==> src/logic/lsu_macros.svh <==
`ifndef LSU_MACROS_SVH
`define LSU_MACROS_SVH

// Data path width in bits
`define LSU_XLEN 32

// Memory depth in words
`define LSU_MEM_WORDS 4096

// Word index taken from byte address bits [13:2]
`define LSU_IDX_W 12

// Reorder buffer tag width
`define LSU_TAG_W 6

`endif

==> src/logic/lsu_pkg.sv <==
package lsu_pkg;

    // Access width and sign in RISC-V funct3 encoding
    // Stores reuse the first three values as SB, SH and SW
    typedef enum logic [2:0] {
        OP_B  = 3'b000,  // LB or SB
        OP_H  = 3'b001,  // LH or SH
        OP_W  = 3'b010,  // LW or SW
        OP_BU = 3'b100,  // LBU for loads only
        OP_HU = 3'b101   // LHU for loads only
    } mem_op_t;

endpackage

==> src/logic/load_extract.sv <==
`timescale 1ns/1ps
`include "lsu_macros.svh"

module load_extract (
    input  logic [`LSU_XLEN-1:0] word,
    input  logic [1:0]           byte_off,
    input  lsu_pkg::mem_op_t     op,
    output logic [`LSU_XLEN-1:0] data,
    output logic                 misaligned
);

    logic [7:0]  byte_lane;
    logic [15:0] half_lane;

    assign byte_lane = word[{byte_off, 3'b000} +: 8];
    assign half_lane = word[{byte_off[1], 4'b0000} +: 16];  // Upper or lower half

    always_comb begin
        data       = '0;  // Unsupported opcode reads as zero
        misaligned = 1'b0;
        case (op)
            lsu_pkg::OP_B:  data = {{24{byte_lane[7]}}, byte_lane};
            lsu_pkg::OP_BU: data = {24'b0, byte_lane};
            lsu_pkg::OP_H: begin
                data       = {{16{half_lane[15]}}, half_lane};
                misaligned = byte_off[0];   // Odd offset
            end
            lsu_pkg::OP_HU: begin
                data       = {16'b0, half_lane};
                misaligned = byte_off[0];
            end
            lsu_pkg::OP_W: begin
                data       = word;
                misaligned = |byte_off;     // Any nonzero offset
            end
            default: data = '0;
        endcase
    end

endmodule

==> src/logic/load_issue.sv <==
`timescale 1ns/1ps
`include "lsu_macros.svh"

module load_issue (
    input  logic                   clk,
    input  logic                   reset,
    input  logic                   ld_valid,
    input  logic [`LSU_XLEN-1:0]   ld_addr,
    input  lsu_pkg::mem_op_t       ld_op,
    input  logic [`LSU_TAG_W-1:0]  ld_tag,
    input  logic [`LSU_XLEN-1:0]   rd_word,
    output logic [`LSU_IDX_W-1:0]  rd_idx,
    output logic                   ld_done,
    output logic [`LSU_XLEN-1:0]   ld_data,
    output logic [`LSU_TAG_W-1:0]  ld_tag_out,
    output logic                   ld_fault
);

    logic [`LSU_XLEN-1:0] ext_data;
    logic                 misaligned;

    assign rd_idx = ld_addr[`LSU_IDX_W+1:2];  // Upper address bits wrap

    load_extract u_extract (
        .word       (rd_word),
        .byte_off   (ld_addr[1:0]),
        .op         (ld_op),
        .data       (ext_data),
        .misaligned (misaligned)
    );

    // Control flags
    always_ff @(posedge clk) begin
        if (reset) begin
            ld_done  <= 1'b0;
            ld_fault <= 1'b0;
        end else begin
            ld_done  <= ld_valid;
            ld_fault <= ld_valid & misaligned;
        end
    end

    // Result and tag of the accepted load
    always_ff @(posedge clk) begin
        if (ld_valid) begin
            ld_data    <= misaligned ? '0 : ext_data;  // Faulting load returns zero
            ld_tag_out <= ld_tag;
        end
    end

endmodule

==> config.mk <==
export PLATFORM = sky130hd
export DESIGN_NAME = load_issue
export DESIGN_NICKNAME = d
export VERILOG_FILES = /design/src/logic/lsu_pkg.sv /design/src/logic/load_extract.sv /design/src/logic/load_issue.sv
export VERILOG_INCLUDE_DIRS = /design/src /design/src/logic
export SDC_FILE = /design/constraint.sdc
export NUM_CORES = 1
export LEC_CHECK = 0
export BUFFER_PORTS_ARGS = -buffer_cell sky130_fd_sc_hd__buf_4
export CELL_PAD_IN_SITES_DETAIL_PLACEMENT = 1
export CELL_PAD_IN_SITES_GLOBAL_PLACEMENT = 1
export CORE_ASPECT_RATIO = 0.9
export CORE_MARGIN = 5
export CORE_UTILIZATION = 34
export DETAILED_ROUTE_END_ITERATION = 12
export HOLD_SLACK_MARGIN = 0.15
export PLACE_DENSITY = 0.82
export SLEW_MARGIN = 10
export SYNTH_ARGS = -nofsm -noshare
export SYNTH_HDL_FRONTEND = slang
export SYNTH_HIERARCHICAL = 1
export SYNTH_SLANG_ARGS = --single-unit
==> constraint.sdc <==
create_clock -name clk -period 2.1 [get_ports clk]
set_input_delay 0.42 -clock clk [delete_from_list [all_inputs] [get_ports clk]]
set_output_delay 0.42 -clock clk [all_outputs]
set_load 0.02 [all_outputs]
# Word-level counts from Yosys, hierarchy flattened

Index checks and enable logic that the tools add are counted.

Bits in registers: 40
Input bits: 76
Word-level logic and storage cells: 16
Output and inout bits: 52

Bitwise logic cells: 1
Shift operators: 2
Equal/unequal tests: 4
Muxes and demuxes: 2
Reductions and logical operators: 3

Operators by type and width:

| cell                                                 | number |
|---|---|
| one-hot mux 32 bit (5 select lines)                  | 1 |
| indexed part select 32 x 6 -> 16 bit                 | 1 |
| indexed part select 32 x 6 -> 8 bit                  | 1 |
| equality test 3 bit (second input constant)          | 2 |
| OR reduction 2 bit                                   | 2 |
| equality test 3 x 1 -> 1 bit (second input constant) | 1 |
| equality test 3 x 2 -> 1 bit (second input constant) | 1 |
| zero test 3 bit                                      | 1 |
| one-hot mux 1 bit (2 select lines)                   | 1 |
| bitwise AND 1 bit                                    | 1 |

# Longest topological paths before layout

Depth in word-level cells: 4
Gate-level depth with buffers: 6
Mapped depth without buffers: 4

# Modules after synthesis

The synthesis kept the hierarchy.

Modules (own cells, without submodules):

| module       | cells each | seq. area each (µm²) | area an instance (µm²) | instances |
|---|---|---|---|---|
| load_issue   | 89         | 1181.1               | 1505.2                 | 1 |
| load_extract | 106        | 0.0                  | 888.4                  | 1 |

# Least setup slack after synthesis

Ideal clock, no wire load.

Path kind: input-to-reg
Start: input ld_op[1]
End: register ld_data[0], data pin
Required time: 1.843 ns
Slack: 0.464 ns
Stages: 6
Setup time: 0.257 ns
Path buffers: 2
Arrival: 1.379 ns
Cell sequence: buf_2 > nor3b_4 > o21ai_0 > nand2_1 > buf_2 > nor2b_1

Word-level cells in the longest chain between the ends: 3
Elaborated cells between the ends (all ways): 8
Those cells by class: eq/ne (4); mux (2); reduce/logical (2)

RTL lines:

| element                                                                    | RTL line           | text |
|---|---|---|
| start: declaration                                                         | load_issue.sv:9    | `input lsu_pkg::mem_op_t ld_op,` |
| equality test 3 x 1 -> 1 bit / equality test 3 bit (equally long branches) | load_extract.sv:21 | `case (op)` |
| OR reduction 2 bit (no source line)                                        | n/a                |  |
| one-hot mux 1 bit (2 select lines) (*)                                     | load_extract.sv:21 |  |
| net misaligned                                                             | load_issue.sv:20   | `logic misaligned;` |
| end signal: assignment                                                     | load_issue.sv:46   | `ld_data <= misaligned ? '0 : ext_data;` |
| end: declaration                                                           | load_issue.sv:14   | `` output logic [`LSU_XLEN-1:0] ld_data, `` |

Mark *: on every way through the listed nets, which the timed path passes. The rest lies on a longest branch.
A chain may end at the register's enable or synchronous reset.

# Final worst setup path

Start: input ld_addr[1]
End: register ld_data[29], data pin

Word-level cells in the longest chain between the ends: 2
Elaborated cells between the ends (all ways): 5
Those cells by class: shift (2); mux (2); reduce/logical (1)

RTL lines:

| element                                                                                            | RTL line                               | text |
|---|---|---|
| start: declaration                                                                                 | load_issue.sv:8                        | `` input logic [`LSU_XLEN-1:0] ld_addr, `` |
| indexed part select 32 x 6 -> 16 bit / indexed part select 32 x 6 -> 8 bit (equally long branches) | load_extract.sv:16, load_extract.sv:15 |  |
| one-hot mux 32 bit (5 select lines) (*)                                                            | load_extract.sv:21                     |  |
| net ext_data[29]                                                                                   | load_issue.sv:19                       | `` logic [`LSU_XLEN-1:0] ext_data; `` |

Marks and branches as above.

==> reports/qor.yml <==
final_layout:
  fin_area_mm2: 0.00313
  drive_gt1_share_pct: 43.4
  fill_cells: 782
  final_cells: 360
  area_growth_pct: 30.9
  regArea_mm2: 0.00118
  multi_input_area_um2: 993
  final_nets: 342
  diodes: 0
critical_path:
  worst-endpoint-required_ns: 2.16
  cp-start-kind: "input pin"
  crit_end: "ld_data[29]$_SDFFCE_PP0P_"
  worstSetupPathType: "in -> reg"
  cp_data_arrival_time_ns: 1.72
  worstSetupEndpointType: "flop"
  crit_fanout: 16
  worstSetupStartpoint: "ld_addr[1]"
run_status:
  outcome: "completed"
timing:
  final_max_slew_viol_count: 0
  rsz0062_at_grt: "no"
  slew_headroom_pct: 67.6
  whs_ns: 0.280
  setup_viol: 0
  hold_viol_final: 0
  post-route-min-period_ns: 1.66
  fmax_mhz: 603
  fin_crit_sh_pct: 78.9
  worstMarginPinSlew_ns: 0.486
  setup_tns_ns: 0
power:
  switchingPower_mw: 0.580
  switching_share_pct: 27.0
  power_frac_seq_pct: 45.2
  power.density_mw_per_mm2: 685
  combPwrFrac_pct: 25.1
  total_leakage_power_nw: 1.26
  intPower_mw: 1.57
  power.share.clock_pct: 29.6
  ir_worst_vdd_mv: 0.245
drt:
  dr.first_iter.drc_count: 108
  wirelength_mm: 6.29
  vias: 1837
  drt-wirelength-per-cell_um: 17.5
  drtPass1Iterations: 5
  ant_nets: 0
  vias_per_cell: 5.10
  drc: 0
clock_tree:
  cts_resized: 0
  cts_setup_buffers: 0
  cts_max_path_buffers: 2
  cts.sinks: 40
  clkTransAtPathRegs_ns: 0.08
  numCtsBuffers: 5
  root_buffer: "clkbuf_8"
  cts_tree: "yes"
  cts_htree_levels: 2
  ctsHoldBuffers: 0
global_routing:
  grt_pass1_vias: 1868
  grtUsageTotal_pct: 14.2
  grt.overflow.total: 0
  antenna_found_initial: 0
  grt_pass1_wl_mm: 9.57
  grt_max_degree: 41
yosys:
  postSynth.asyncResetShare_pct: 0
  synth_top_family_by_area: "compound AO/OA/AOI/OAI gates"
  synth.area.top_cells: "edfxtp_1 48%, nor2b_1 9.1%, a22oi_1 6.0%"
  synthAdderAreaFrac_pct: 0
  ys_seq_area_share_pct: 49.3
  synth_compound_area_share_pct: 20.3
  syn-cell-area_mm2: 0.00239
  synthMuxAreaShare_pct: 6.01
  yosysTopAreaCellShare_pct: 47.7
  yosys_warnings: 6
  netlist_instances: 195
  synth-main-ff-cell: "edfxtp_1"
  ys_seq_elements: 40
  syn-num-nets: 271
  synth_top_area_cell: "edfxtp_1"
  ys_types: 33
  synth_edf_count: 38
  avgSynthCellArea_um2: 12.3
  synthXorXnorAreaFrac_pct: 0
  yosys.area_share.simple_pct: 15.2
die:
  core_mm2: 0.00697
  initial_core_util_pct: 34.4
  rows: 29
  fp.dieH_um: 89.6
  dieArea_mm2: 0.00882
  num_io_pins: 128
  fp.dieW_um: 98.4
hold_path:
  worstHoldStart: "reset"
  hp-class: "in -> reg"
place:
  place.gp.congestion: 0.871
  placed_cells: 352
  dpl.hpwl_mm: 4.78
  place_area_mm2: 0.00302
  port_buffers: 85
flow_run:
  cap_violations: 0
==> metal layers <==
layer	vias up	routed length, um	GRT usage [%]
met5	-	0	0
met4	0	60	5.46
met3	4	553	4.02
met2	85	3250	26.0
met1	878	2420	16.0
li1	870	-	-
==> cell usage after synthesis, types with 4 or more instances <==
library cell and n:
a211oi_1 14, a221o_1 7, a22oi_1 19, buf_2 7, buf_4 16, buf_6 5, edfxtp_1 38, mux2_4 4
mux2i_1 5, nand2_1 9, nor2_1 4, nor2b_1 35, o21ai_0 5, o221ai_1 4
==> layout by cell type, fill, tap and decap left out, types with 4 or more instances in the layout <==
cell	instances
a211oi_1	14
a221o_1	7
a22oi_1	19
buf_4	91
clkbuf_8	5
edfxtp_1	38
mux2_4	4
mux2i_1	5
nand2_1	9
nor2_1	4
nor2b_1	35
o21ai_0	5
o221ai_1	4
==> registers in the layout (all words and copies together), names as in the netlist <==
register    flops
ld_done         1
ld_tag_out      6
ld_data        32
ld_fault        1
==> worst max-delay path, cell delays in order <==
cell and delay (ns):
buf_4 0.21, mux2_4 0.34, a21boi_4 0.43, a211oi_1 0.12, and2b_1 0.19
==> worst min path at each step <==
| stage | end | slack, ns | cells past startpoint |
|---|---|---|---|
| 6_report | ld_done$_SDFF_PP0_ | 0.28 | 2 |
| 4_1_cts | ld_done$_SDFF_PP0_ | 0.27 | 2 |
| 2_1_floorplan | ld_done$_SDFF_PP0_ | 0.49 | 1 |
| 3_3_place_gp | ld_done$_SDFF_PP0_ | 0.59 | 2 |
| 3_5_place_dp | ld_done$_SDFF_PP0_ | 0.59 | 2 |
| 5_1_grt | ld_done$_SDFF_PP0_ | 0.26 | 2 |
==> power by group through the flow <==
stage | Combinational (mW) | Sequential (mW) | Clock (mW)
floorplan | 0.246 | 1.08 | 0
global placement | 0.532 | 0.988 | 0
detailed placement | 0.544 | 0.991 | 0
CTS | 0.545 | 0.973 | 0.657
global route | 0.578 | 0.977 | 0.706
finish | 0.539 | 0.971 | 0.636
==> through the flow <==
stage / power, mW / setup slack [ns] / util (%)
after global placement: 1.52 / 0.207 / 43.3
after detailed placement: 1.53 / 0.134 / 43.3
after CTS: 2.17 / 0.467 / 45.0
after floorplan: 1.33 / 0.464 / -
final: 2.15 / 0.442 / 45.0
after global routing: 2.26 / 0.380 / 45.0
==> logic make-up (layout without fill, tap and decap cells) <==
| group | Yosys count | after routing |
|---|---|---|
| multiplexers | 11 | 11 |
| buffers and inverters | 30 | 102 |
| AND/OR/NAND/NOR | 58 | 58 |
| flip-flops | 40 | 40 |
| AO/OA/AOI/OAI | 56 | 56 |
==> layout make-up <==
cell class | instances | share of cell area [%]
clock buffers | 5 | 2.20
well taps | 93 | 3.71
flip-flops and latches | 40 | 37.7
inverters | 1 | 0.120
clock inverters | 3 | 1.52
repair buffers | 93 | 23.1
multi-input cells | 125 | 31.7
No activity file was read; power rests on OpenSTA's default activity.
