==> config.mk <==
export PLATFORM = sky130hd
export DESIGN_NAME = commit_check
export DESIGN_NICKNAME = d
export VERILOG_FILES = /design/src/logic/lsu_pkg.sv /design/src/logic/load_extract.sv /design/src/logic/commit_check.sv
export VERILOG_INCLUDE_DIRS = /design/src /design/src/logic
export SDC_FILE = /design/constraint.sdc
export NUM_CORES = 1
export LEC_CHECK = 0
export ABC_AREA = 0
export BUFFER_PORTS_ARGS = -buffer_cell sky130_fd_sc_hd__clkbuf_2
export CORE_UTILIZATION = 37
export CTS_CLUSTER_SIZE = 30
export DETAILED_ROUTE_END_ITERATION = 16
export PLACE_DENSITY = 0.81
export RECOVER_POWER = 100
export SLEW_MARGIN = 20
export SYNTH_ARGS = -nofsm -noshare
export SYNTH_HDL_FRONTEND = slang
export SYNTH_SLANG_ARGS = --single-unit
==> constraint.sdc <==
create_clock -name clk -period 2.53 [get_ports clk]
set_clock_uncertainty 0.2 [all_clocks]
set_input_delay 0.3795 -clock clk [delete_from_list [all_inputs] [get_ports clk]]
set_output_delay 0.3795 -clock clk [all_outputs]
set_load 0.005 [all_outputs]
==> src/logic/lsu_macros.svh <==
`ifndef LSU_MACROS_SVH
`define LSU_MACROS_SVH

// Data path width in bits
`define LSU_XLEN 32

// Memory depth in words
`define LSU_MEM_WORDS 4096

// Word index taken from byte address bits [13:2]
`define LSU_IDX_W 12

// Reorder buffer tag width
`define LSU_TAG_W 6

`endif

==> src/logic/lsu_pkg.sv <==
package lsu_pkg;

    // Access width and sign in RISC-V funct3 encoding
    // Stores reuse the first three values as SB, SH and SW
    typedef enum logic [2:0] {
        OP_B  = 3'b000,  // LB or SB
        OP_H  = 3'b001,  // LH or SH
        OP_W  = 3'b010,  // LW or SW
        OP_BU = 3'b100,  // LBU for loads only
        OP_HU = 3'b101   // LHU for loads only
    } mem_op_t;

endpackage

==> src/logic/load_extract.sv <==
`timescale 1ns/1ps
`include "lsu_macros.svh"

module load_extract (
    input  logic [`LSU_XLEN-1:0] word,
    input  logic [1:0]           byte_off,
    input  lsu_pkg::mem_op_t     op,
    output logic [`LSU_XLEN-1:0] data,
    output logic                 misaligned
);

    logic [7:0]  byte_lane;
    logic [15:0] half_lane;

    assign byte_lane = word[{byte_off, 3'b000} +: 8];
    assign half_lane = word[{byte_off[1], 4'b0000} +: 16];  // Upper or lower half

    always_comb begin
        data       = '0;  // Unsupported opcode reads as zero
        misaligned = 1'b0;
        case (op)
            lsu_pkg::OP_B:  data = {{24{byte_lane[7]}}, byte_lane};
            lsu_pkg::OP_BU: data = {24'b0, byte_lane};
            lsu_pkg::OP_H: begin
                data       = {{16{half_lane[15]}}, half_lane};
                misaligned = byte_off[0];   // Odd offset
            end
            lsu_pkg::OP_HU: begin
                data       = {16'b0, half_lane};
                misaligned = byte_off[0];
            end
            lsu_pkg::OP_W: begin
                data       = word;
                misaligned = |byte_off;     // Any nonzero offset
            end
            default: data = '0;
        endcase
    end

endmodule

==> src/logic/commit_check.sv <==
`timescale 1ns/1ps
`include "lsu_macros.svh"

module commit_check (
    input  logic                   clk,
    input  logic                   reset,
    input  logic                   cm_valid,
    input  logic                   cm_is_store,
    input  logic [`LSU_XLEN-1:0]   cm_addr,
    input  lsu_pkg::mem_op_t       cm_op,
    input  logic [`LSU_XLEN-1:0]   cm_value,   // Store data or speculative load value
    input  logic [`LSU_XLEN-1:0]   rd_word,
    output logic [`LSU_IDX_W-1:0]  rd_idx,
    output logic                   wr_en,
    output logic [`LSU_IDX_W-1:0]  wr_idx,
    output logic [3:0]             wr_byte_en,
    output logic [`LSU_XLEN-1:0]   wr_word,
    output logic                   cm_done,
    output logic                   cm_violation,
    output logic                   cm_fault
);

    logic [`LSU_IDX_W-1:0] word_idx;
    logic [1:0]            byte_off;
    logic [`LSU_XLEN-1:0]  mem_value;
    logic                  misaligned;
    logic [3:0]            lane_en;
    logic                  mismatch;

    assign word_idx = cm_addr[`LSU_IDX_W+1:2];
    assign byte_off = cm_addr[1:0];
    assign rd_idx   = word_idx;
    assign wr_idx   = word_idx;

    // Same width and alignment rules as the speculative path
    load_extract u_extract (
        .word       (rd_word),
        .byte_off   (byte_off),
        .op         (cm_op),
        .data       (mem_value),
        .misaligned (misaligned)
    );

    // Store lane enables by width and byte offset
    always_comb begin
        case (cm_op)
            lsu_pkg::OP_B: lane_en = 4'b0001 << byte_off;
            lsu_pkg::OP_H: lane_en = 4'b0011 << byte_off;
            lsu_pkg::OP_W: lane_en = 4'b1111;
            default:       lane_en = 4'b0000;  // Unsupported store writes nothing
        endcase
    end

    assign wr_byte_en = lane_en;
    assign wr_word    = cm_value << {byte_off, 3'b000};  // Move data into its lanes
    assign wr_en      = cm_valid & cm_is_store & ~misaligned & (|lane_en);

    // Memory is read before the store at this edge lands
    assign mismatch = ~cm_is_store & ~misaligned & (mem_value != cm_value);

    always_ff @(posedge clk) begin
        if (reset) begin
            cm_done      <= 1'b0;
            cm_violation <= 1'b0;
            cm_fault     <= 1'b0;
        end else begin
            cm_done      <= cm_valid;
            cm_violation <= cm_valid & mismatch;    // Ordering violation makes the core flush
            cm_fault     <= cm_valid & misaligned;
        end
    end

endmodule

# Yosys cells after proc, flatten, opt, wreduce, memory -nomap -nowiden
# Cells that the tools add are included.
dict set report classes {
  eq_ne 5
  n_shift 5
  n_mux 3
  bitwise 9
  reduce_logical 4
}
# cell count
set op_table {}
lappend op_table {{32-bit case mux with 5 select lines} 1}
lappend op_table {{32-bit inequality test} 1}
lappend op_table {{32-bit by 6-bit indexed part select with 16-bit output} 1}
lappend op_table {{32-bit by 6-bit indexed part select with 8-bit output} 1}
lappend op_table {{32-bit by 5-bit left shift with 32-bit output} 1}
lappend op_table {{4-bit case mux with 3 select lines} 1}
lappend op_table {{1-bit bitwise AND} 7}
lappend op_table {{3-bit == test, second input constant} 2}
lappend op_table {{2-bit OR reduction} 2}
lappend op_table {{4-bit OR reduction} 1}
lappend op_table {{1-bit by 2-bit left shift with 4-bit output, first input constant} 1}
lappend op_table {{2-bit by 2-bit left shift with 4-bit output, first input constant} 1}
lappend op_table {{3-bit by 1-bit == test with 1-bit output, second input constant} 1}
lappend op_table {{3-bit by 2-bit == test with 1-bit output, second input constant} 1}
lappend op_table {{3-bit logical NOT} 1}
lappend op_table {{1-bit NOT} 2}
lappend op_table {{1-bit case mux with 2 select lines} 1}
dict set report totals {
  reg_bits 3
  input_bits 103
  elab_cells 29
}

# Depth between registers and ports, before layout
# Gate-level depths: netlist (run 1).
dict set report depth {
  depth_word 7
  depth_mapped 11
}

# By module
# A second synthesis (run 1) with hierarchy kept.
dict set report unflattened {
  hier_cells 276
  area_unflattened_um2 2099.5
}
# mod n_inst cells_per_inst area_per_inst_um2 seq_area_each_um2
set by_module_without_submodules {}
lappend by_module_without_submodules {commit_check 1 170 1211.2 60.1}
lappend by_module_without_submodules {load_extract 1 106 888.4 0.0}

# Worst setup path before layout (run 1)
# No wires, ideal clock.
dict set report synth_timing {
  path_type {input to register}
  start {input port cm_op[1]}
  end {register cm_violation}
  arrival_time_ns 2.178
  slack_ns 0.017
  stages 9
  n_path_buf 2
  path_cell_list {buf_4 nor4_1 a31o_1 buf_6 mux2i_1 nand4_1 or4_1 nor4_1 a31oi_1}
}
dict set report synth_via {
  elab_chain_cells 7
  word_cells_on_any_way 13
  classes_between {eq/ne (5); mux (2); bitwise (4); reduce/logical (2)}
}
# element line_no
set synth_rtl {}
lappend synth_rtl {{start, declared} commit_check.sv:10} ;# input lsu_pkg::mem_op_t cm_op,
lappend synth_rtl {{branches (longest 5 deep; another with 32-bit case mux with 5 select lines)} n/a}
lappend synth_rtl {{1-bit bitwise AND (*)} commit_check.sv:59} ;# assign mismatch = ~cm_is_store & ~misaligned & (mem_value != cm_value);
lappend synth_rtl {{1-bit bitwise AND (*)} commit_check.sv:68} ;# cm_violation <= cm_valid & mismatch;
lappend synth_rtl {{end signal, assigned} commit_check.sv:68}
lappend synth_rtl {{end, declared} commit_check.sv:19} ;# output logic cm_violation,
# Every way passes the cells marked *.
# A chain may end at the register's enable or synchronous reset.

# Final worst setup path (run 1)
dict set report layout_timing {
  start {input port cm_op[2]}
  end {output port wr_en}
}
dict set report layout_via {
  elab_chain_cells 6
  word_cells_on_any_way 11
  classes_between {eq/ne (3); mux (2); bitwise (3); reduce/logical (3)}
}
# element line_no
set layout_rtl {}
lappend layout_rtl {{3-bit by 1-bit == test with 1-bit output or 3-bit == test (tied branches)} {load_extract.sv:21, commit_check.sv:46}}
lappend layout_rtl {{2-bit OR reduction (no source line)} n/a}
lappend layout_rtl {{1-bit case mux with 2 select lines} load_extract.sv:21} ;# case (op)
lappend layout_rtl {{1-bit NOT} commit_check.sv:56} ;# assign wr_en = cm_valid & cm_is_store & ~misaligned & (|lane_en);
lappend layout_rtl {{1-bit bitwise AND} commit_check.sv:56}
lappend layout_rtl {{1-bit bitwise AND (*)} commit_check.sv:56}
lappend layout_rtl {{end, declared} commit_check.sv:14} ;# output logic wr_en,
# Every way passes the cells marked *; elsewhere a longest branch is shown, timed or not.

==> flow_metrics.py, run 1 <==
metrics = {
    "setup_path": {
        "cp_slowest_cell": "or3b_1",
        "crit_type": "input port to output port",
        "path_max_fanout": 5,
        "path_cells": "clkbuf_2, buf_12, buf_4, or3b_1, buf_4, a21boi_1, a21oi_1, and4_1, clkbuf_2",
        "cp.arrival_ps": 1880,
        "required_ps": 1950,
        "slowest_delay_ps": 390,
        "cp-start-kind": "input port",
        "worstSetupEndpointType": "output port",
    },
    "yosys": {
        "netlist_top_cells_count": "31 x nand2_1, 30 x nor2_1, 28 x buf_4",
        "synth-seq-area-share_pct": 2.75,
        "syn-mean-instance-area_um2": 6.76,
        "netlist_instances": 323,
        "netlist.area_leader.share_pct": 10.5,
        "yosysMostFrequentCell": "nand2_1",
        "synth_edf_count": 0,
        "syn_area_mm2": 0.00218,
        "yosys.area.top_type": "mux2i_1",
        "yosys_most_used_dff": "dfxtp_1",
        "synth_cell_types": 65,
        "synth_nets": 426,
        "ys_ff_latch": 3,
        "yosys_warnings": 0,
        "synthArstFlopShare_pct": 0,
        "synth_area_leaders": "mux2i_1 11%, buf_4 9.6%, a21oi_1 6.2%, nand2_1 5.3%, nor2_1 5.2%",
    },
    "placement": {
        "io_buffers": 112,
        "postPlaceCellArea_mm2": 0.00308,
        "placed_cells": 534,
        "place_ws_ps": -288,
        "dp.final_hpwl_um": 7430,
        "place.gp.congestion": 0.958,
    },
    "floorplan": {
        "start_util_pct": 38.9,
        "die_x_um": 78.8,
        "dieHeight_um": 78.8,
        "placementRows": 27,
        "dieArea_mm2": 0.00621,
        "core_mm2": 0.00561,
        "pin_count": 167,
    },
    "detailed_routing": {
        "viasPerCell": 5.75,
        "wirelength_um": 9080,
        "wl_per_cell_um": 16.8,
        "drt_pass1_iterations": 5,
        "drc": 0,
        "vias": 3107,
        "drt-initial-drc-count": 288,
        "ant_nets": 0,
    },
    "power_and_ir_drop": {
        "p_seq_share_pct": 6.6,
        "switchingPower_uw": 324,
        "ir_worst_vdd_mv": 0.166,
        "pwr-share-clk_pct": 18.9,
        "static-leakage-power_nw": 1.55,
        "combPwrFrac_pct": 74.4,
        "switching_share_pct": 42.8,
        "p_int_uw": 434,
        "p_per_area_mw_per_mm2": 233,
    },
    "hold_path": {
        "hp-class": "input port to flop",
    },
    "global_routing": {
        "grt_pass1_vias": 2851,
        "grt_max_degree": 39,
        "grt_overflow": 0,
        "grt_pass1_wl_um": 13400,
        "gr-usage-all-layers_pct": 27.3,
        "antenna_found_initial": 0,
    },
    "timing": {
        "drv_slew": 0,
        "hold_viol_final": 0,
        "finalSetupViolCount": 0,
        "grt_setup_unrepaired": "true",
        "period_minus_slack_ps": 2460,
        "fin_ws_ps": 66.6,
        "fmax_mhz": 406,
        "worst_pin_slew_ps": 390,
        "slew_headroom_pct": 73.3,
        "hold_ws_ps": 147,
        "min_period_over_period_pct": 97.4,
    },
    "finish": {
        "drive_gt1_share_pct": 46.2,
        "layout.cells.non_filler": 540,
        "final_util_pct": 57.9,
        "nets": 572,
        "fin_area_mm2": 0.00325,
        "syn_to_final_growth_pct": 48.8,
        "num_antenna_cells": 0,
    },
    "clock_network": {
        "max-clock-path-buffers": 2,
        "cts_tree": "done",
        "holdBufCountCts": 0,
        "path_clk_slew_ps": 30,
        "cts_sinks": 3,
        "cts_made_buffers": 3,
        "htreeDepth": 1,
        "root_buffer": "clkbuf_8",
    },
    "flow_run": {
        "maxCapViolations": 0,
    },
    "run_status": {
        "status": "complete, no violations",
    },
}
==> registers in the layout (all words and copies together), names as in the netlist <==
| register | cells |
|---|---|
| cm_done | 1 |
| cm_violation | 1 |
| cm_fault | 1 |
==> worst max-delay path, delay by kind of cell <==
| kind | cells | cell delay, ps |
|---|---|---|
| simple gates | 2 | 580 |
| buf+inv | 5 | 680 |
| compound gates | 2 | 250 |
==> layout by cell type (no fill, tap or decap), types with 5 or more instances in the layout <==
cell type and n:
xnor2_1 5, nand3_1 6, o21ai_0 15, buf_4 69
clkbuf_2 108, mux2i_1 23, nand2b_1 6, inv_1 5
and2_1 7, a211oi_1 8, buf_6 5, nor2b_1 13
nor3_1 8, a31oi_1 5, nor2_1 30, a22oi_1 7
nand2_1 31, a21oi_1 26
==> area by class of cell <==
cell class	count	area, um2
Multi-Input combinational cell	269	1870
Inverter	5	18.8
Sequential cell	3	60.1
Clock buffer	4	45.0
Fill cell	542	2360
Tap cell	72	90.1
Timing Repair Buffer	187	1160
==> worst paths after layout <==
check	depth (start not counted)	slack (ps)	startpoint	end
min	2	150	reset	cm_done
max	9	70	cm_op[2]	wr_en
==> kinds of logic (layout without fill, tap and decap cells) <==
group / count (synthesis) / after routing / synth area share (%)
DFF: 3 / 3 / 2.75
and+or+nand+nor: 127 / 127 / 31.1
xor gates and xnor gates: 8 / 8 / 3.21
muxes: 29 / 29 / 14.4
buffers and inverters: 51 / 196 / 15.4
AOI/OAI and AO/OA: 105 / 105 / 33.1
==> stage by stage <==
| stage | setup TNS [ps] | power (mW) |
|---|---|---|
| 5_1_grt | -15.8 | 0.804 |
| 4_1_cts | 0 | 0.724 |
| 3_3_place_gp | -310 | 0.565 |
| 6_report | 0 | 0.758 |
| 3_5_place_dp | -288 | 0.577 |
| 2_1_floorplan | 0 | 0.339 |
==> power by group through the flow <==
| stage | logic (mW) | clock network [mW] | registers [mW] |
|---|---|---|---|
| 2_1_floorplan | 0.288 | 0 | 0.0510 |
| 3_3_place_gp | 0.514 | 0 | 0.0509 |
| 3_5_place_dp | 0.526 | 0 | 0.0510 |
| 4_1_cts | 0.530 | 0.143 | 0.0504 |
| 5_1_grt | 0.606 | 0.147 | 0.0504 |
| 6_report | 0.564 | 0.143 | 0.0504 |
==> repair_timing <==
item | CTS | global route
setup endpoints to repair | 2 | 7
buffers inserted | 0 | 2
gates cloned | 0 | 0
pin swaps | 0 | 13
resized for setup | 3 | 26
==> routing by layer <==
| metal | share of wire [%] | wire (um) | global-route usage (%) |
|---|---|---|---|
| met4 | 2.2 | 199 | 8.91 |
| met3 | 8.2 | 743 | 3.91 |
| met1 | 41 | 3730 | 34.8 |
| met2 | 49 | 4410 | 47.0 |
| met5 | 0 | 0 | 0 |
Power figures use the tool's default switching activity.
==> run 2: changes to the inputs <==
--- a/config.mk
+++ b/config.mk
@@ -8,10 +8,11 @@
 export LEC_CHECK = 0
 export ABC_AREA = 0
 export BUFFER_PORTS_ARGS = -buffer_cell sky130_fd_sc_hd__clkbuf_2
-export CORE_UTILIZATION = 37
+export CORE_UTILIZATION = 38
+export CTS_BUF_LIST = sky130_fd_sc_hd__clkbuf_8
 export CTS_CLUSTER_SIZE = 30
 export DETAILED_ROUTE_END_ITERATION = 16
-export PLACE_DENSITY = 0.81
+export PLACE_DENSITY = 0.83
 export RECOVER_POWER = 100
 export SLEW_MARGIN = 20
 export SYNTH_ARGS = -nofsm -noshare
==> flow_metrics.py, run 2 (synthesis results as in run 1) <==
metrics = {
    "finish": {
        "reg_top3": "cm_done x1, cm_fault x1, cm_violation x1",
        "final_cell_mix": "107 x clkbuf_2, 66 x buf_4, 31 x nand2_1",
        "num_antenna_cells": 0,
        "syn_to_final_growth_pct": 47.4,
        "fin_area_mm2": 0.00322,
        "drive_gt1_share_pct": 44.8,
        "final_util_pct": 58.5,
        "nets": 570,
        "layout_commonest_cell": "clkbuf_2",
    },
    "setup_path": {
        "path_max_fanout": 6,
        "cp.arrival_ps": 2470,
        "cp-start-kind": "input port",
        "worstSetupEndpointType": "flop",
        "crit_type": "input port to flop",
        "required_ps": 2420,
        "slowest_delay_ps": 430,
        "cp_slowest_cell": "or4_1",
        "path_cells": "clkbuf_16, and2b_4, buf_6, mux2i_2, a2111oi_2, nor4_1, nand4_1, or4_1, nor4_2, a31oi_1",
    },
    "placement": {
        "io_buffers": 112,
        "place_ws_ps": -306,
        "dp.final_hpwl_um": 7040,
        "postPlaceCellArea_mm2": 0.00303,
        "place.gp.congestion": 0.961,
    },
    "clock_network": {
        "root_buffer": "clkbuf_8",
        "holdBufCountCts": 0,
        "path_clk_slew_ps": 30,
        "max-clock-path-buffers": 2,
        "cts_made_buffers": 3,
        "htreeDepth": 1,
        "cts_tree": "done",
        "cts_sinks": 3,
    },
    "timing": {
        "finalSetupViolCount": 1,
        "grt_setup_unrepaired": "true",
        "fmax_mhz": 387,
        "min_period_over_period_pct": 102,
        "fin_ws_ps": -53.8,
        "hold_viol_final": 0,
        "slew_headroom_pct": 67.8,
        "period_minus_slack_ps": 2580,
        "hold_ws_ps": 157,
        "tns_ps": -53.8,
        "worst_pin_slew_ps": 481,
        "drv_slew": 0,
    },
    "detailed_routing": {
        "route.met2.wl_um": 4070,
        "drc": 0,
        "wl_per_cell_um": 15.8,
        "viasPerCell": 5.54,
        "drt-initial-drc-count": 212,
        "met1Wirelength_um": 3690,
        "wl_met3_um": 626,
        "drt_pass1_iterations": 5,
        "top_layer": "met4",
        "vias": 2978,
        "ant_nets": 0,
        "wirelength_um": 8520,
    },
    "flow_run": {
        "maxCapViolations": 0,
    },
    "floorplan": {
        "start_util_pct": 39.7,
        "dieHeight_um": 77.8,
        "die_x_um": 77.8,
        "core_mm2": 0.00551,
        "pin_count": 167,
        "placementRows": 27,
        "dieArea_mm2": 0.00605,
    },
    "global_routing": {
        "grt_pass1_vias": 2782,
        "grt_overflow": 0,
        "gr-usage-all-layers_pct": 27.6,
        "grt_max_degree": 41,
        "grt_pass1_wl_um": 13400,
        "antenna_found_initial": 0,
    },
    "power_and_ir_drop": {
        "p_per_area_mw_per_mm2": 229,
        "switching_share_pct": 42.6,
        "switchingPower_uw": 315,
        "ir_worst_vdd_mv": 0.110,
        "p_int_uw": 424,
        "combPwrFrac_pct": 74.5,
        "static-leakage-power_nw": 1.54,
        "p_seq_share_pct": 6.8,
        "pwr-share-clk_pct": 18.7,
    },
    "run_status": {
        "violations": "setup timing",
        "status": "finished, violations left",
    },
    "hold_path": {
        "hp-class": "input port to flop",
    },
}
run 2: worst max-delay path: cells and delay by family:
kind	cells	cell delay (ps)
multiplexers	1	240
AND/OR/NAND/NOR	5	1390
buffers and inverters	2	240
AO/OA/AOI/OAI	2	220
run 2: path summary, 6_finish.rpt:
| path | startpoint | to | slack, ps | cells after the start |
|---|---|---|---|---|
| setup / recovery | cm_op[0] | cm_violation | -50 | 10 |
| hold / removal | reset | cm_done | 160 | 2 |
run 2: what timing repair did:
item / in CTS / in global routing
buffers inserted: 3 / 2
setup endpoints to repair: 1 / 2
pin swaps: 7 / 6
resized for setup: 9 / 19
run 2: per-layer routing:
layer | vias up | global-route usage [%]
li1 | 1476 | -
met4 | 0 | 7.74
met5 | - | 0
met2 | 146 | 47.2
met3 | 13 | 2.59
met1 | 1343 | 36.5
run 2: stage by stage:
stage,power (mW),instances
2_1_floorplan,0.339,323
3_3_place_gp,0.552,529
3_5_place_dp,0.561,529
4_1_cts,0.715,536
5_1_grt,0.789,538
6_report,0.739,538
run 2: power groups by stage:
stage                     Clock, mW  Combinational (mW)  Sequential [mW]
after floorplan                   0               0.288           0.0510
after global placement            0               0.501           0.0509
after detailed placement          0               0.511           0.0508
after CTS                     0.139               0.525           0.0503
after global routing          0.145               0.594           0.0504
final                         0.138               0.550           0.0503
run 2: cell type report:
| type | instances | area (um2) |
|---|---|---|
| Inverter | 5 | 18.8 |
| Multi-Input combinational cell | 269 | 1840 |
| Fill cell | 528 | 2290 |
| Clock inverter | 1 | 3.75 |
| Tap cell | 72 | 90.1 |
| Sequential cell | 3 | 60.1 |
| Clock buffer | 3 | 41.3 |
| Timing Repair Buffer | 185 | 1160 |
==> run 3: changes to the inputs <==
--- a/config.mk
+++ b/config.mk
@@ -14,6 +14,7 @@
 export DETAILED_ROUTE_END_ITERATION = 16
 export PLACE_DENSITY = 0.83
 export RECOVER_POWER = 100
+export SETUP_SLACK_MARGIN = 0.02
 export SLEW_MARGIN = 20
 export SYNTH_ARGS = -nofsm -noshare
 export SYNTH_HDL_FRONTEND = slang
==> flow_metrics.py, run 3 (synthesis results as in run 1) <==
metrics = {
    "finish": {
        "drive_gt1_share_pct": 43.1,
        "fin_area_mm2": 0.00308,
        "layout.cells.non_filler": 527,
        "reg_top3": "cm_done x1, cm_fault x1, cm_violation x1",
        "syn_to_final_growth_pct": 40.9,
        "num_antenna_cells": 0,
        "layout_commonest_cell": "clkbuf_2",
        "final_util_pct": 55.9,
        "final_cell_mix": "110 x clkbuf_2, 61 x buf_4, 31 x nand2_1",
        "nets": 559,
        "fillers": 537,
    },
    "floorplan": {
        "die_x_um": 77.8,
        "pin_count": 167,
        "dieArea_mm2": 0.00605,
        "core_mm2": 0.00551,
        "start_util_pct": 39.7,
        "dieHeight_um": 77.8,
        "placementRows": 27,
    },
    "flow_run": {
        "maxCapViolations": 0,
    },
    "timing": {
        "slew_headroom_pct": 66.2,
        "drv_slew": 0,
        "fmax_mhz": 407,
        "period_minus_slack_ps": 2460,
        "min_period_over_period_pct": 97.2,
        "worst_pin_slew_ps": 494,
        "finalSetupViolCount": 0,
        "hold_viol_final": 0,
        "grt_setup_unrepaired": "true",
    },
    "clock_network": {
        "cts_sinks": 3,
        "holdBufCountCts": 0,
        "cts_made_buffers": 3,
        "cts_tree": "done",
        "path_clk_slew_ps": 30,
        "root_buffer": "clkbuf_8",
        "htreeDepth": 1,
        "max-clock-path-buffers": 2,
    },
    "detailed_routing": {
        "drc": 0,
        "wl_per_cell_um": 16.2,
        "ant_nets": 0,
        "wirelength_um": 8510,
        "drt-initial-drc-count": 185,
        "vias": 3052,
        "drt_pass1_iterations": 5,
        "viasPerCell": 5.79,
    },
    "setup_path": {
        "path_max_fanout": 5,
        "path_cells": "clkbuf_2, and2b_4, buf_4, o21bai_2, buf_4, buf_4, a22oi_1, o22a_1, a221oi_1, nand3_1, a211oi_1, a31oi_1",
        "cp_common_cell": "buf_4",
        "cp-start-kind": "input port",
        "worstSetupEndpointType": "flop",
        "slowest_delay_ps": 260,
        "cp.arrival_ps": 2350,
        "crit_type": "input port to flop",
        "required_ps": 2420,
        "cp_slowest_cell": "a221oi_1",
    },
    "global_routing": {
        "antenna_found_initial": 0,
        "grt_pass1_vias": 2895,
        "grt_pass1_wl_um": 13400,
        "grt_overflow": 0,
        "grt_max_degree": 36,
        "gr-usage-all-layers_pct": 27.6,
    },
    "placement": {
        "postPlaceCellArea_mm2": 0.00298,
        "placed_cells": 522,
        "io_buffers": 112,
        "place.gp.congestion": 0.978,
        "dp.final_hpwl_um": 6920,
    },
    "power_and_ir_drop": {
        "finalPower_uw": 714,
        "ir_worst_vdd_mv": 0.118,
        "p_per_area_mw_per_mm2": 232,
        "static-leakage-power_nw": 1.48,
    },
    "run_status": {
        "status": "complete, no violations",
    },
    "hold_path": {
        "hp-class": "input port to flop",
    },
}
[run 3: cell types whose count changed in the layout (fill, tap and decap cells not counted), moves of 2 or more]
| cell | delta |
|---|---|
| a22oi_1 | +2 |
| a22oi_2 | -2 |
| buf_4 | -5 |
| buf_6 | -5 |
| clkbuf_2 | +3 |
| nor4_1 | -2 |
[run 3: per-stage QoR]
stage | setup slack (ps) | TNS [ps] | hold slack (ps)
floorplan | 91.1 | 0 | 270
global placement | -284 | -284 | 359
detailed placement | -268 | -268 | 382
CTS | 26.1 | 0 | 156
global route | -56.8 | -56.8 | 157
finish | 70.7 | 0 | 160
[run 3: power by group]
group / internal (mW) / total (mW) / switching, mW
clock network: 0.103 / 0.137 / 0.0337
registers: 0.0497 / 0.0504 / 0.000709
logic: 0.251 / 0.526 / 0.275
total: 0.404 / 0.714 / 0.309
[run 3: layout make-up]
type,instances,area (um2),area share (%)
multi-input combinational,269,1840,59.8
clock buffer,3,41.3,1.34
timing repair buffer,174,1020,33.3
tap,72,90.1,2.93
inverter,5,18.8,0.610
sequential,3,60.1,1.95
clock inverter,1,3.75,0.122
[run 3: worst paths after layout]
check,start,endpoint,slack (ps),depth (start not counted)
setup / recovery,cm_op[0],cm_violation,70,12
hold / removal,reset,cm_done,160,2
[run 3: routing by layer]
metal / vias up / routed length, um / track usage [%]
met2: 172 / 4110 / 48.1
met3: 29 / 625 / 3.65
li1: 1448 / - / -
met1: 1403 / 3460 / 32.7
met4: 0 / 318 / 14.0
met5: - / 0 / 0
[run 3: worst max-delay path: cells and delay by family]
family	cells	cell delay (ps)
AO/OA/AOI/OAI	6	1080
buffers and inverters	4	550
AND/OR/NAND/NOR	2	350
[run 3: timing repair]
item | in CTS | in global routing
gates resized for setup | 4 | 5
buffers inserted | 0 | 1
hold endpoints to repair | 0 | 0
setup endpoints to repair | 1 | 1
pin swaps | 1 | 1
